<file path="config.mk">
export PLATFORM = sky130hd
export DESIGN_NAME = rv_exec_top
export DESIGN_NICKNAME = d
export VERILOG_FILES = /design/src/rv_exec_pkg.sv /design/src/alu.sv /design/src/alu_decoder.sv /design/src/main_decoder.sv /design/src/operand_fetch.sv /design/src/result_stage.sv /design/src/rv_exec_top.sv
export SDC_FILE = /design/constraint.sdc
export NUM_CORES = 2
export LEC_CHECK = 0
export BUFFER_PORTS_ARGS = -buffer_cell sky130_fd_sc_hd__buf_4
export CORE_MARGIN = 4
export CORE_UTILIZATION = 30
export DETAILED_ROUTE_END_ITERATION = 7
export GPL_TIMING_DRIVEN = 0
export SETUP_SLACK_MARGIN = 0.3
export SLEW_MARGIN = 10
export SYNTH_ARGS = -nofsm -noshare
export SYNTH_HDL_FRONTEND = slang
export SYNTH_SLANG_ARGS = --single-unit
export TNS_END_PERCENT = 1
</file>
<file path="constraint.sdc">
create_clock -name clk_i -period 8.5 [get_ports clk_i]
set_input_delay 0.85 -clock clk_i [delete_from_list [all_inputs] [get_ports clk_i]]
set_output_delay 0.85 -clock clk_i [all_outputs]
set_load 0.005 [all_outputs]
</file>
<file path="src/rv_exec_pkg.sv">
`default_nettype none

package rv_exec_pkg;

    localparam int XLEN = 32;

    typedef logic [XLEN-1:0] xlen_t;      // Data word
    typedef logic [4:0]      reg_addr_t;  // Register index
    typedef logic [1:0]      alu_op_t;    // Class from main decoder
    typedef logic [3:0]      alu_ctrl_t;  // ALU control code
    typedef logic [6:0]      opcode_t;
    typedef logic [2:0]      funct3_t;

    localparam alu_op_t ALU_OP_ITYPE  = 2'd0;
    localparam alu_op_t ALU_OP_BRANCH = 2'd1;
    localparam alu_op_t ALU_OP_RTYPE  = 2'd2;
    localparam alu_op_t ALU_OP_STORE  = 2'd3;

    localparam alu_ctrl_t ALU_ADD  = 4'h0;
    localparam alu_ctrl_t ALU_SUB  = 4'h1;
    localparam alu_ctrl_t ALU_SLL  = 4'h2;
    localparam alu_ctrl_t ALU_SLT  = 4'h3;
    localparam alu_ctrl_t ALU_SLTU = 4'h4;
    localparam alu_ctrl_t ALU_SRL  = 4'h5;
    localparam alu_ctrl_t ALU_SRA  = 4'h6;
    localparam alu_ctrl_t ALU_OR   = 4'h7;
    localparam alu_ctrl_t ALU_XOR  = 4'h8;
    localparam alu_ctrl_t ALU_AND  = 4'h9;
    localparam alu_ctrl_t ALU_ZERO = 4'hA;  // Result forced to 0

    localparam opcode_t OPC_RTYPE  = 7'b0110011;
    localparam opcode_t OPC_ITYPE  = 7'b0010011;
    localparam opcode_t OPC_BRANCH = 7'b1100011;
    localparam opcode_t OPC_STORE  = 7'b0100011;

    localparam logic [6:0] FUNCT7_ALT = 7'h20;  // SUB and SRA

    localparam funct3_t F3_BEQ = 3'b000;
    localparam funct3_t F3_BNE = 3'b001;
    localparam funct3_t F3_SW  = 3'b010;

    typedef struct packed {
        logic      valid;
        alu_ctrl_t alu_ctrl;
        logic      use_imm;
        xlen_t     imm;
        reg_addr_t rs1;
        reg_addr_t rs2;
        reg_addr_t rd;
        logic      reg_we;
        logic      is_branch;
        logic      branch_ne;
        logic      is_store;
        logic      illegal;
    } decode_t;

    typedef struct packed {
        decode_t dec;
        xlen_t   op_a;  // rs1 value
        xlen_t   op_b;  // rs2 value
    } exec_t;

    typedef struct packed {
        logic      valid;
        reg_addr_t rd;
        logic      reg_we;
        xlen_t     result;  // Write-back data or store address
        logic      branch;
        logic      taken;
        logic      store;
        xlen_t     store_data;
        logic      illegal;
    } result_t;

endpackage

`default_nettype wire

</file>
<file path="src/alu.sv">
`timescale 1ns/100ps
`default_nettype none

module alu (
    input  rv_exec_pkg::exec_t exec_i,
    output rv_exec_pkg::xlen_t result_o,
    output logic               zero_o
);
    import rv_exec_pkg::*;

    xlen_t      a;
    xlen_t      b;
    logic [4:0] shamt;

    assign a     = exec_i.op_a;
    assign b     = exec_i.dec.use_imm ? exec_i.dec.imm : exec_i.op_b;
    assign shamt = b[4:0];  // Low 5 bits only

    always_comb begin
        case (exec_i.dec.alu_ctrl)
            ALU_ADD:  result_o = a + b;
            ALU_SUB:  result_o = a - b;
            ALU_SLL:  result_o = a << shamt;
            ALU_SLT:  result_o = {{(XLEN-1){1'b0}}, $signed(a) < $signed(b)};
            ALU_SLTU: result_o = {{(XLEN-1){1'b0}}, a < b};
            ALU_SRL:  result_o = a >> shamt;
            ALU_SRA:  result_o = xlen_t'($signed(a) >>> shamt);
            ALU_OR:   result_o = a | b;
            ALU_XOR:  result_o = a ^ b;
            ALU_AND:  result_o = a & b;
            default:  result_o = '0;  // ALU_ZERO and unused codes
        endcase
    end

    assign zero_o = (result_o == '0);

endmodule

`default_nettype wire

</file>
<file path="src/alu_decoder.sv">
`timescale 1ns/100ps
`default_nettype none

module alu_decoder (
    input  rv_exec_pkg::alu_op_t   alu_op_i,       // Class from main decoder
    input  logic [2:0]             funct3_i,
    input  logic [6:0]             funct7_i,
    output rv_exec_pkg::alu_ctrl_t alu_control_o,
    output logic                   illegal_o       // Bad funct7 for this funct3
);
    import rv_exec_pkg::*;

    always_comb begin
        alu_control_o = ALU_ZERO;
        illegal_o     = 1'b0;
        case (alu_op_i)
            ALU_OP_ITYPE: begin
                case (funct3_i)
                    3'h0: alu_control_o = ALU_ADD;   // ADDI
                    3'h2: alu_control_o = ALU_SLT;   // SLTI
                    3'h3: alu_control_o = ALU_SLTU;  // SLTIU
                    3'h4: alu_control_o = ALU_XOR;
                    3'h6: alu_control_o = ALU_OR;
                    3'h7: alu_control_o = ALU_AND;
                    3'h1: begin
                        if (funct7_i == 7'h00) begin
                            alu_control_o = ALU_SLL;  // SLLI
                        end else begin
                            illegal_o = 1'b1;
                        end
                    end
                    3'h5: begin
                        case (funct7_i)
                            7'h00:      alu_control_o = ALU_SRL;  // SRLI
                            FUNCT7_ALT: alu_control_o = ALU_SRA;  // SRAI
                            default:    illegal_o = 1'b1;
                        endcase
                    end
                endcase
            end
            ALU_OP_BRANCH: alu_control_o = ALU_SUB;  // Equality via zero flag
            ALU_OP_RTYPE: begin
                if (funct7_i == 7'h00) begin
                    case (funct3_i)
                        3'h0: alu_control_o = ALU_ADD;
                        3'h1: alu_control_o = ALU_SLL;
                        3'h2: alu_control_o = ALU_SLT;
                        3'h3: alu_control_o = ALU_SLTU;
                        3'h4: alu_control_o = ALU_XOR;
                        3'h5: alu_control_o = ALU_SRL;
                        3'h6: alu_control_o = ALU_OR;
                        3'h7: alu_control_o = ALU_AND;
                    endcase
                end else if (funct7_i == FUNCT7_ALT && funct3_i == 3'h0) begin
                    alu_control_o = ALU_SUB;
                end else if (funct7_i == FUNCT7_ALT && funct3_i == 3'h5) begin
                    alu_control_o = ALU_SRA;
                end else begin
                    illegal_o = 1'b1;  // Result stays ALU_ZERO
                end
            end
            default: alu_control_o = ALU_ADD;  // Store address rs1 + imm
        endcase
    end

endmodule

`default_nettype wire

</file>
<file path="src/main_decoder.sv">
`timescale 1ns/100ps
`default_nettype none

module main_decoder (
    input  rv_exec_pkg::xlen_t   instr_i,
    input  logic                 instr_valid_i,
    output rv_exec_pkg::decode_t decode_o
);
    import rv_exec_pkg::*;

    opcode_t   opcode;
    funct3_t   funct3;
    alu_op_t   alu_op;
    alu_ctrl_t alu_ctrl;
    logic      alu_illegal;
    logic      opc_illegal;
    xlen_t     imm_i;
    xlen_t     imm_s;
    xlen_t     imm_b;

    assign opcode = instr_i[6:0];
    assign funct3 = instr_i[14:12];

    assign imm_i = {{20{instr_i[31]}}, instr_i[31:20]};
    assign imm_s = {{20{instr_i[31]}}, instr_i[31:25], instr_i[11:7]};
    assign imm_b = {{19{instr_i[31]}}, instr_i[31], instr_i[7], instr_i[30:25],
                    instr_i[11:8], 1'b0};

    alu_decoder u_alu_decoder (
        .alu_op_i      (alu_op),
        .funct3_i      (funct3),
        .funct7_i      (instr_i[31:25]),
        .alu_control_o (alu_ctrl),
        .illegal_o     (alu_illegal)
    );

    // Opcode class and funct3 legality
    always_comb begin
        alu_op      = ALU_OP_ITYPE;
        opc_illegal = 1'b0;
        case (opcode)
            OPC_RTYPE:  alu_op = ALU_OP_RTYPE;
            OPC_ITYPE:  alu_op = ALU_OP_ITYPE;
            OPC_BRANCH: begin
                alu_op      = ALU_OP_BRANCH;
                opc_illegal = (funct3 != F3_BEQ) && (funct3 != F3_BNE);
            end
            OPC_STORE: begin
                alu_op      = ALU_OP_STORE;
                opc_illegal = (funct3 != F3_SW);  // Only SW
            end
            default: opc_illegal = 1'b1;
        endcase
    end

    always_comb begin
        decode_o          = '0;
        decode_o.valid    = instr_valid_i;
        decode_o.alu_ctrl = alu_ctrl;
        decode_o.rs1      = instr_i[19:15];
        decode_o.rs2      = instr_i[24:20];
        decode_o.rd       = instr_i[11:7];
        decode_o.illegal  = opc_illegal | alu_illegal;
        case (opcode)
            OPC_RTYPE: decode_o.reg_we = 1'b1;
            OPC_ITYPE: begin
                decode_o.use_imm = 1'b1;
                decode_o.reg_we  = 1'b1;
                decode_o.imm     = imm_i;
            end
            OPC_BRANCH: begin
                decode_o.is_branch = 1'b1;
                decode_o.branch_ne = (funct3 == F3_BNE);
                decode_o.imm       = imm_b;  // Target not used here
            end
            OPC_STORE: begin
                decode_o.is_store = 1'b1;
                decode_o.use_imm  = 1'b1;
                decode_o.imm      = imm_s;
            end
            default: decode_o.imm = '0;
        endcase
    end

endmodule

`default_nettype wire

</file>
<file path="src/operand_fetch.sv">
`timescale 1ns/100ps
`default_nettype none

module operand_fetch (
    input  logic                   clk_i,
    input  logic                   reset_i,
    input  rv_exec_pkg::decode_t   decode_i,
    input  logic                   wb_we_i,
    input  rv_exec_pkg::reg_addr_t wb_rd_i,
    input  rv_exec_pkg::xlen_t     wb_data_i,
    output rv_exec_pkg::exec_t     exec_o
);
    import rv_exec_pkg::*;

    xlen_t regs [1:31];  // x0 is not stored
    exec_t exec_d;
    exec_t exec_q;

    function automatic logic wb_hit(input logic we, input reg_addr_t wr, input reg_addr_t rs);
        return we && (wr == rs) && (rs != '0);
    endfunction

    always_ff @(posedge clk_i) begin
        if (reset_i) begin
            for (int i = 1; i < 32; i++) begin
                regs[i] <= '0;
            end
        end else if (wb_we_i && wb_rd_i != '0) begin
            regs[wb_rd_i] <= wb_data_i;
        end
    end

    // Read side, write at the same edge is bypassed
    always_comb begin
        exec_d.dec  = decode_i;
        exec_d.op_a = (decode_i.rs1 == '0) ? '0 : regs[decode_i.rs1];
        exec_d.op_b = (decode_i.rs2 == '0) ? '0 : regs[decode_i.rs2];
        if (wb_hit(wb_we_i, wb_rd_i, decode_i.rs1)) begin
            exec_d.op_a = wb_data_i;
        end
        if (wb_hit(wb_we_i, wb_rd_i, decode_i.rs2)) begin
            exec_d.op_b = wb_data_i;
        end
    end

    always_ff @(posedge clk_i) begin
        exec_q <= exec_d;
        if (reset_i) begin
            exec_q.dec.valid <= 1'b0;
        end
    end

    // Result of the instruction just ahead replaces stale operands
    always_comb begin
        exec_o = exec_q;
        if (wb_hit(wb_we_i, wb_rd_i, exec_q.dec.rs1)) begin
            exec_o.op_a = wb_data_i;
        end
        if (wb_hit(wb_we_i, wb_rd_i, exec_q.dec.rs2)) begin
            exec_o.op_b = wb_data_i;
        end
    end

endmodule

`default_nettype wire

</file>
<file path="src/result_stage.sv">
`timescale 1ns/100ps
`default_nettype none

module result_stage (
    input  logic                 clk_i,
    input  logic                 reset_i,
    input  rv_exec_pkg::exec_t   exec_i,
    input  rv_exec_pkg::xlen_t   alu_result_i,
    input  logic                 zero_i,
    output rv_exec_pkg::result_t result_o
);
    import rv_exec_pkg::*;

    result_t res_q;
    logic    legal;

    assign legal = exec_i.dec.valid && !exec_i.dec.illegal;

    always_ff @(posedge clk_i) begin
        res_q.rd         <= exec_i.dec.rd;
        res_q.result     <= alu_result_i;  // Also the store address
        res_q.taken      <= exec_i.dec.branch_ne ? !zero_i : zero_i;
        res_q.store_data <= exec_i.op_b;
        if (reset_i) begin
            res_q.valid   <= 1'b0;
            res_q.reg_we  <= 1'b0;
            res_q.branch  <= 1'b0;
            res_q.store   <= 1'b0;
            res_q.illegal <= 1'b0;
        end else begin
            res_q.valid   <= exec_i.dec.valid;
            res_q.reg_we  <= legal && exec_i.dec.reg_we && (exec_i.dec.rd != '0);  // No x0 write
            res_q.branch  <= legal && exec_i.dec.is_branch;
            res_q.store   <= legal && exec_i.dec.is_store;
            res_q.illegal <= exec_i.dec.valid && exec_i.dec.illegal;
        end
    end

    assign result_o = res_q;

endmodule

`default_nettype wire

</file>
<file path="src/rv_exec_top.sv">
`timescale 1ns/100ps
`default_nettype none

module rv_exec_top (
    input  logic                   clk_i,
    input  logic                   reset_i,
    input  logic                   instr_valid_i,   // One-cycle strobe
    input  rv_exec_pkg::xlen_t     instr_i,
    output logic                   wb_valid_o,
    output rv_exec_pkg::reg_addr_t wb_rd_o,
    output rv_exec_pkg::xlen_t     wb_data_o,
    output logic                   branch_valid_o,
    output logic                   branch_taken_o,
    output logic                   store_valid_o,
    output rv_exec_pkg::xlen_t     store_addr_o,
    output rv_exec_pkg::xlen_t     store_data_o,
    output logic                   illegal_o
);
    import rv_exec_pkg::*;

    decode_t dec;
    exec_t   exec;
    xlen_t   alu_result;
    logic    alu_zero;
    result_t res;

    main_decoder u_main_decoder (
        .instr_i       (instr_i),
        .instr_valid_i (instr_valid_i),
        .decode_o      (dec)
    );

    operand_fetch u_operand_fetch (
        .clk_i     (clk_i),
        .reset_i   (reset_i),
        .decode_i  (dec),
        .wb_we_i   (res.reg_we),
        .wb_rd_i   (res.rd),
        .wb_data_i (res.result),
        .exec_o    (exec)
    );

    alu u_alu (
        .exec_i   (exec),
        .result_o (alu_result),
        .zero_o   (alu_zero)
    );

    result_stage u_result_stage (
        .clk_i        (clk_i),
        .reset_i      (reset_i),
        .exec_i       (exec),
        .alu_result_i (alu_result),
        .zero_i       (alu_zero),
        .result_o     (res)
    );

    assign wb_valid_o     = res.reg_we;
    assign wb_rd_o        = res.rd;
    assign wb_data_o      = res.result;
    assign branch_valid_o = res.branch;
    assign branch_taken_o = res.taken;
    assign store_valid_o  = res.store;
    assign store_addr_o   = res.result;
    assign store_data_o   = res.store_data;
    assign illegal_o      = res.illegal;

endmodule

`default_nettype wire
</file>
==> impl_metrics.toml <==
[routing]
post_drt_wl_per_cell_um = 36.17
postRouteAntennaNets = 0
avgViaCountPerCell = 6.059
met2_length_um = 147200
drt-pass1-iter-count = 6
vias = 55287
drc = 0
wl_met1_um = 123000
totalWireLength_um = 330100
drtIter0Drc = 8001
met3_length_um = 38920
highest_layer = "met5"

[critical_path]
start_kind = "flip-flop"
arrival_ns = 8.71
crit_path_max_incr_delay_ns = 0.57
r2r-end = "u_result_stage.result_o[34]"
required_ns = 9.11
end_kind = "flip-flop"
reg2reg_slack_ns = 0.41
cp-startpoint = "u_result_stage.result_o[69]"
crit_type = "reg -> reg"
r2r_cells = 26
cp_max_fo = 11
path_buf_inv = 6
cpMaxStageDelayCell = "or4b_1"
r2r-start = "u_result_stage.result_o[69]"
path_delay_family = "compound AO/OA/AOI/OAI gates"

[sta]
maxSlewViolCount = 0
relSlewSlack_pct = 8.509
whs_ns = 0.2280
worstMarginPinSlew_ns = 1.372
hold_violations = 0
rsz0062_at_grt = "false"
timing.final.crit_share_pct = 95.20
fmax_ghz = 0.1236
min_period_ns = 8.092
fin_worst_skew_ns = 0.05230
setup_viol_count_final = 0

[synth]
yosys_warnings = 0
synth.area.top_cells = "edfxtp_1 (44%), mux4_2 (19%), and2_1 (6.8%), dfxtp_1 (5.0%), clkbuf_1 (2.3%)"
async_flop_share_pct = 0
synth_top_area_cell = "edfxtp_1"
synth_top_area_share_pct = 43.54
synth_edf_count = 1024
synth-seq-area-share_pct = 48.56
synth_area_mm2 = 0.07063
synth_seq_cells = 1201
synthCells = 5544
synth_flop_cell = "edfxtp_1"
synth.distinct_cells = 105
avgSynthCellArea_um2 = 12.74

[pwr]
p_per_area_mw_per_mm2 = 229.9
total_power_mw = 18.53
irDropWorstVdd_v = 0.0001578
cellLeakagePower_nw = 27.99

[finish]
area_delta_synth_final_pct = 14.12
drive_gt1_share_pct = 22.06
stdcell_count = 9125
fin_nets = 6012

[global_route]
grt_usage_pct = 26.35
grt_antenna_before_repair = 30
grt_max_degree = 33
grt_pass1_vias = 53329
grt_pass1_wl_um = 447100
overflow = 0

[placed_design]
dp_hpwl_um = 250400
dp.cells = 8855
place_congestion = 1.026
portBuffers = 139

[die]
die-area_mm2 = 0.2432
rows = 177
start_util_pct = 30.26
die_w_um = 493.2
core_mm2 = 0.2334
dieHeight_um = 493.2
ios = 141

[clocking]
cts_tree = "done"
numCtsBuffers = 134
clock_path_buffers = 3
htreeDepth = 4
cts-root-buf = "clkbuf_16"
clk_pin_slew_ns = 0.06
clkSinkCount = 1201
insertion_delay_ns = 0.81

[hold_path]
hold_path_class = "in -> reg"
holdPathEnd = "u_operand_fetch.exec_o[70]"
whs_path_depth = 1
hp-start = "instr_i[8]"

[run]
maxCapViolCount = 0

[outcome]
outcome = "finished clean"
-- per-layer routing --
layer / GRT usage [%] / vias up
met2: 40.81 / 4087
met4: 13.70 / 16
li1: - / 22026
met5: 0 / -
met1: 33.38 / 28234
met3: 7.803 / 924
-- where the power goes --
| group | total, mW | switching (mW) | internal [mW] |
|---|---|---|---|
| clock | 5.89 | 2.67 | 3.21 |
| combinational | 5.31 | 3.66 | 1.65 |
| sequential | 7.34 | 0.589 | 6.75 |
-- logic make-up after synthesis --
group	count (synthesis)	share of synthesized area (%)
buffers and inverters	711	4.098
adders and majority gates	107	1.917
muxes	808	22.47
and+or+nand+nor	1824	14.18
DFF	1201	48.56
xor gates and xnor gates	20	0.2480
AOI/OAI and AO/OA	872	8.525
other	1	0.005310
-- cell type report --
class / count / area [µm²]
tap: 3132 / 3919
timing repair buffer: 159 / 1205
sequential: 1201 / 34300
fill: 22912 / 152800
buffer: 596 / 2623
antenna: 18 / 45.04
multi-input combinational: 3663 / 33780
clock buffer: 170 / 3550
inverter: 115 / 432.9
clock inverter: 71 / 739.5
-- worst reg2reg max path: cells and delay by family (launching register included) --
family	cells	cell delay, ns
compound gates	9	2.73
xor+xnor	2	0.37
fa+ha+maj	1	0.40
buf+inv	6	1.70
flops	1	0.35
simple gates	8	2.38
-- state kept, by name (all words and copies together), names as in the netlist --
register                 count
u_operand_fetch.exec_o      39
u_result_stage.result_o     74
u_operand_fetch.regs      1024
u_operand_fetch.exec_q      64
-- worst max-delay path by stage --
stage	to	slack, ns	depth (start not counted)
detailed placement	u_result_stage.result_o[34]	-2.40	25
CTS	u_result_stage.result_o[34]	0.33	28
floorplan	u_result_stage.result_o[34]	2.08	25
global placement	u_result_stage.result_o[34]	-2.81	23
global route	u_result_stage.result_o[34]	0.32	30
finish	u_result_stage.result_o[34]	0.41	26
-- cells in the mapped netlist (22+ instances only) --
cell type	instances
clkbuf_1	429
or2_2	37
mux2i_1	81
inv_1	109
o31ai_1	51
dfxtp_1	177
edfxtp_1	1024
nand2_1	203
nand2b_1	22
nand4_1	31
and2_1	765
a211oi_1	31
buf_4	34
a221oi_1	28
o22ai_1	54
mux2_2	113
o211ai_1	38
nand3_1	55
a21oi_1	215
o21a_1	38
nor3_1	307
ha_1	105
o21ai_0	113
a31oi_1	26
buf_2	42
buf_1	85
mux4_2	610
nor2b_1	82
nor2_1	224
-- what timing repair did --
action	in CTS	in global routing
setup buffers	7	2
endpoints found under the setup margin	16	1
hold buffers	0	0
pin swaps	6	6
resized for setup	84	25
-- cell usage in the layout (no fill, tap or decap), types with 30 or more instances in the layout --
cell       count
a21oi_1      214
and2_1       765
buf_1         65
buf_2         41
buf_4        194
clkbuf_1     427
clkbuf_16    135
clkbuf_2      30
conb_1        32
dfxtp_1      172
edfxtp_1    1024
ha_1         105
inv_1        109
mux2_2       113
mux2i_1       79
mux4_2       610
nand2_1      203
nand3_1       55
nand4_1       31
nor2_1       223
nor2b_1       82
nor3_1       301
o211ai_1      38
o21a_1        38
o21ai_0      111
o22ai_1       54
o31ai_1       48
or2_2         37
-- metrics by stage --
step                      utilization [%]  area [µm²]  setup TNS, ns  worst slack (ns)
final                               34.53       80600              0            0.4082
after floorplan                         -       70740              0             2.082
after detailed placement            32.50       75860         -4.125            -2.404
after global routing                34.51       80560              0            0.3157
after CTS                           34.46       80440              0            0.3255
after global placement              32.43       75710         -7.781            -2.810
Power figures use the tool's default switching activity.
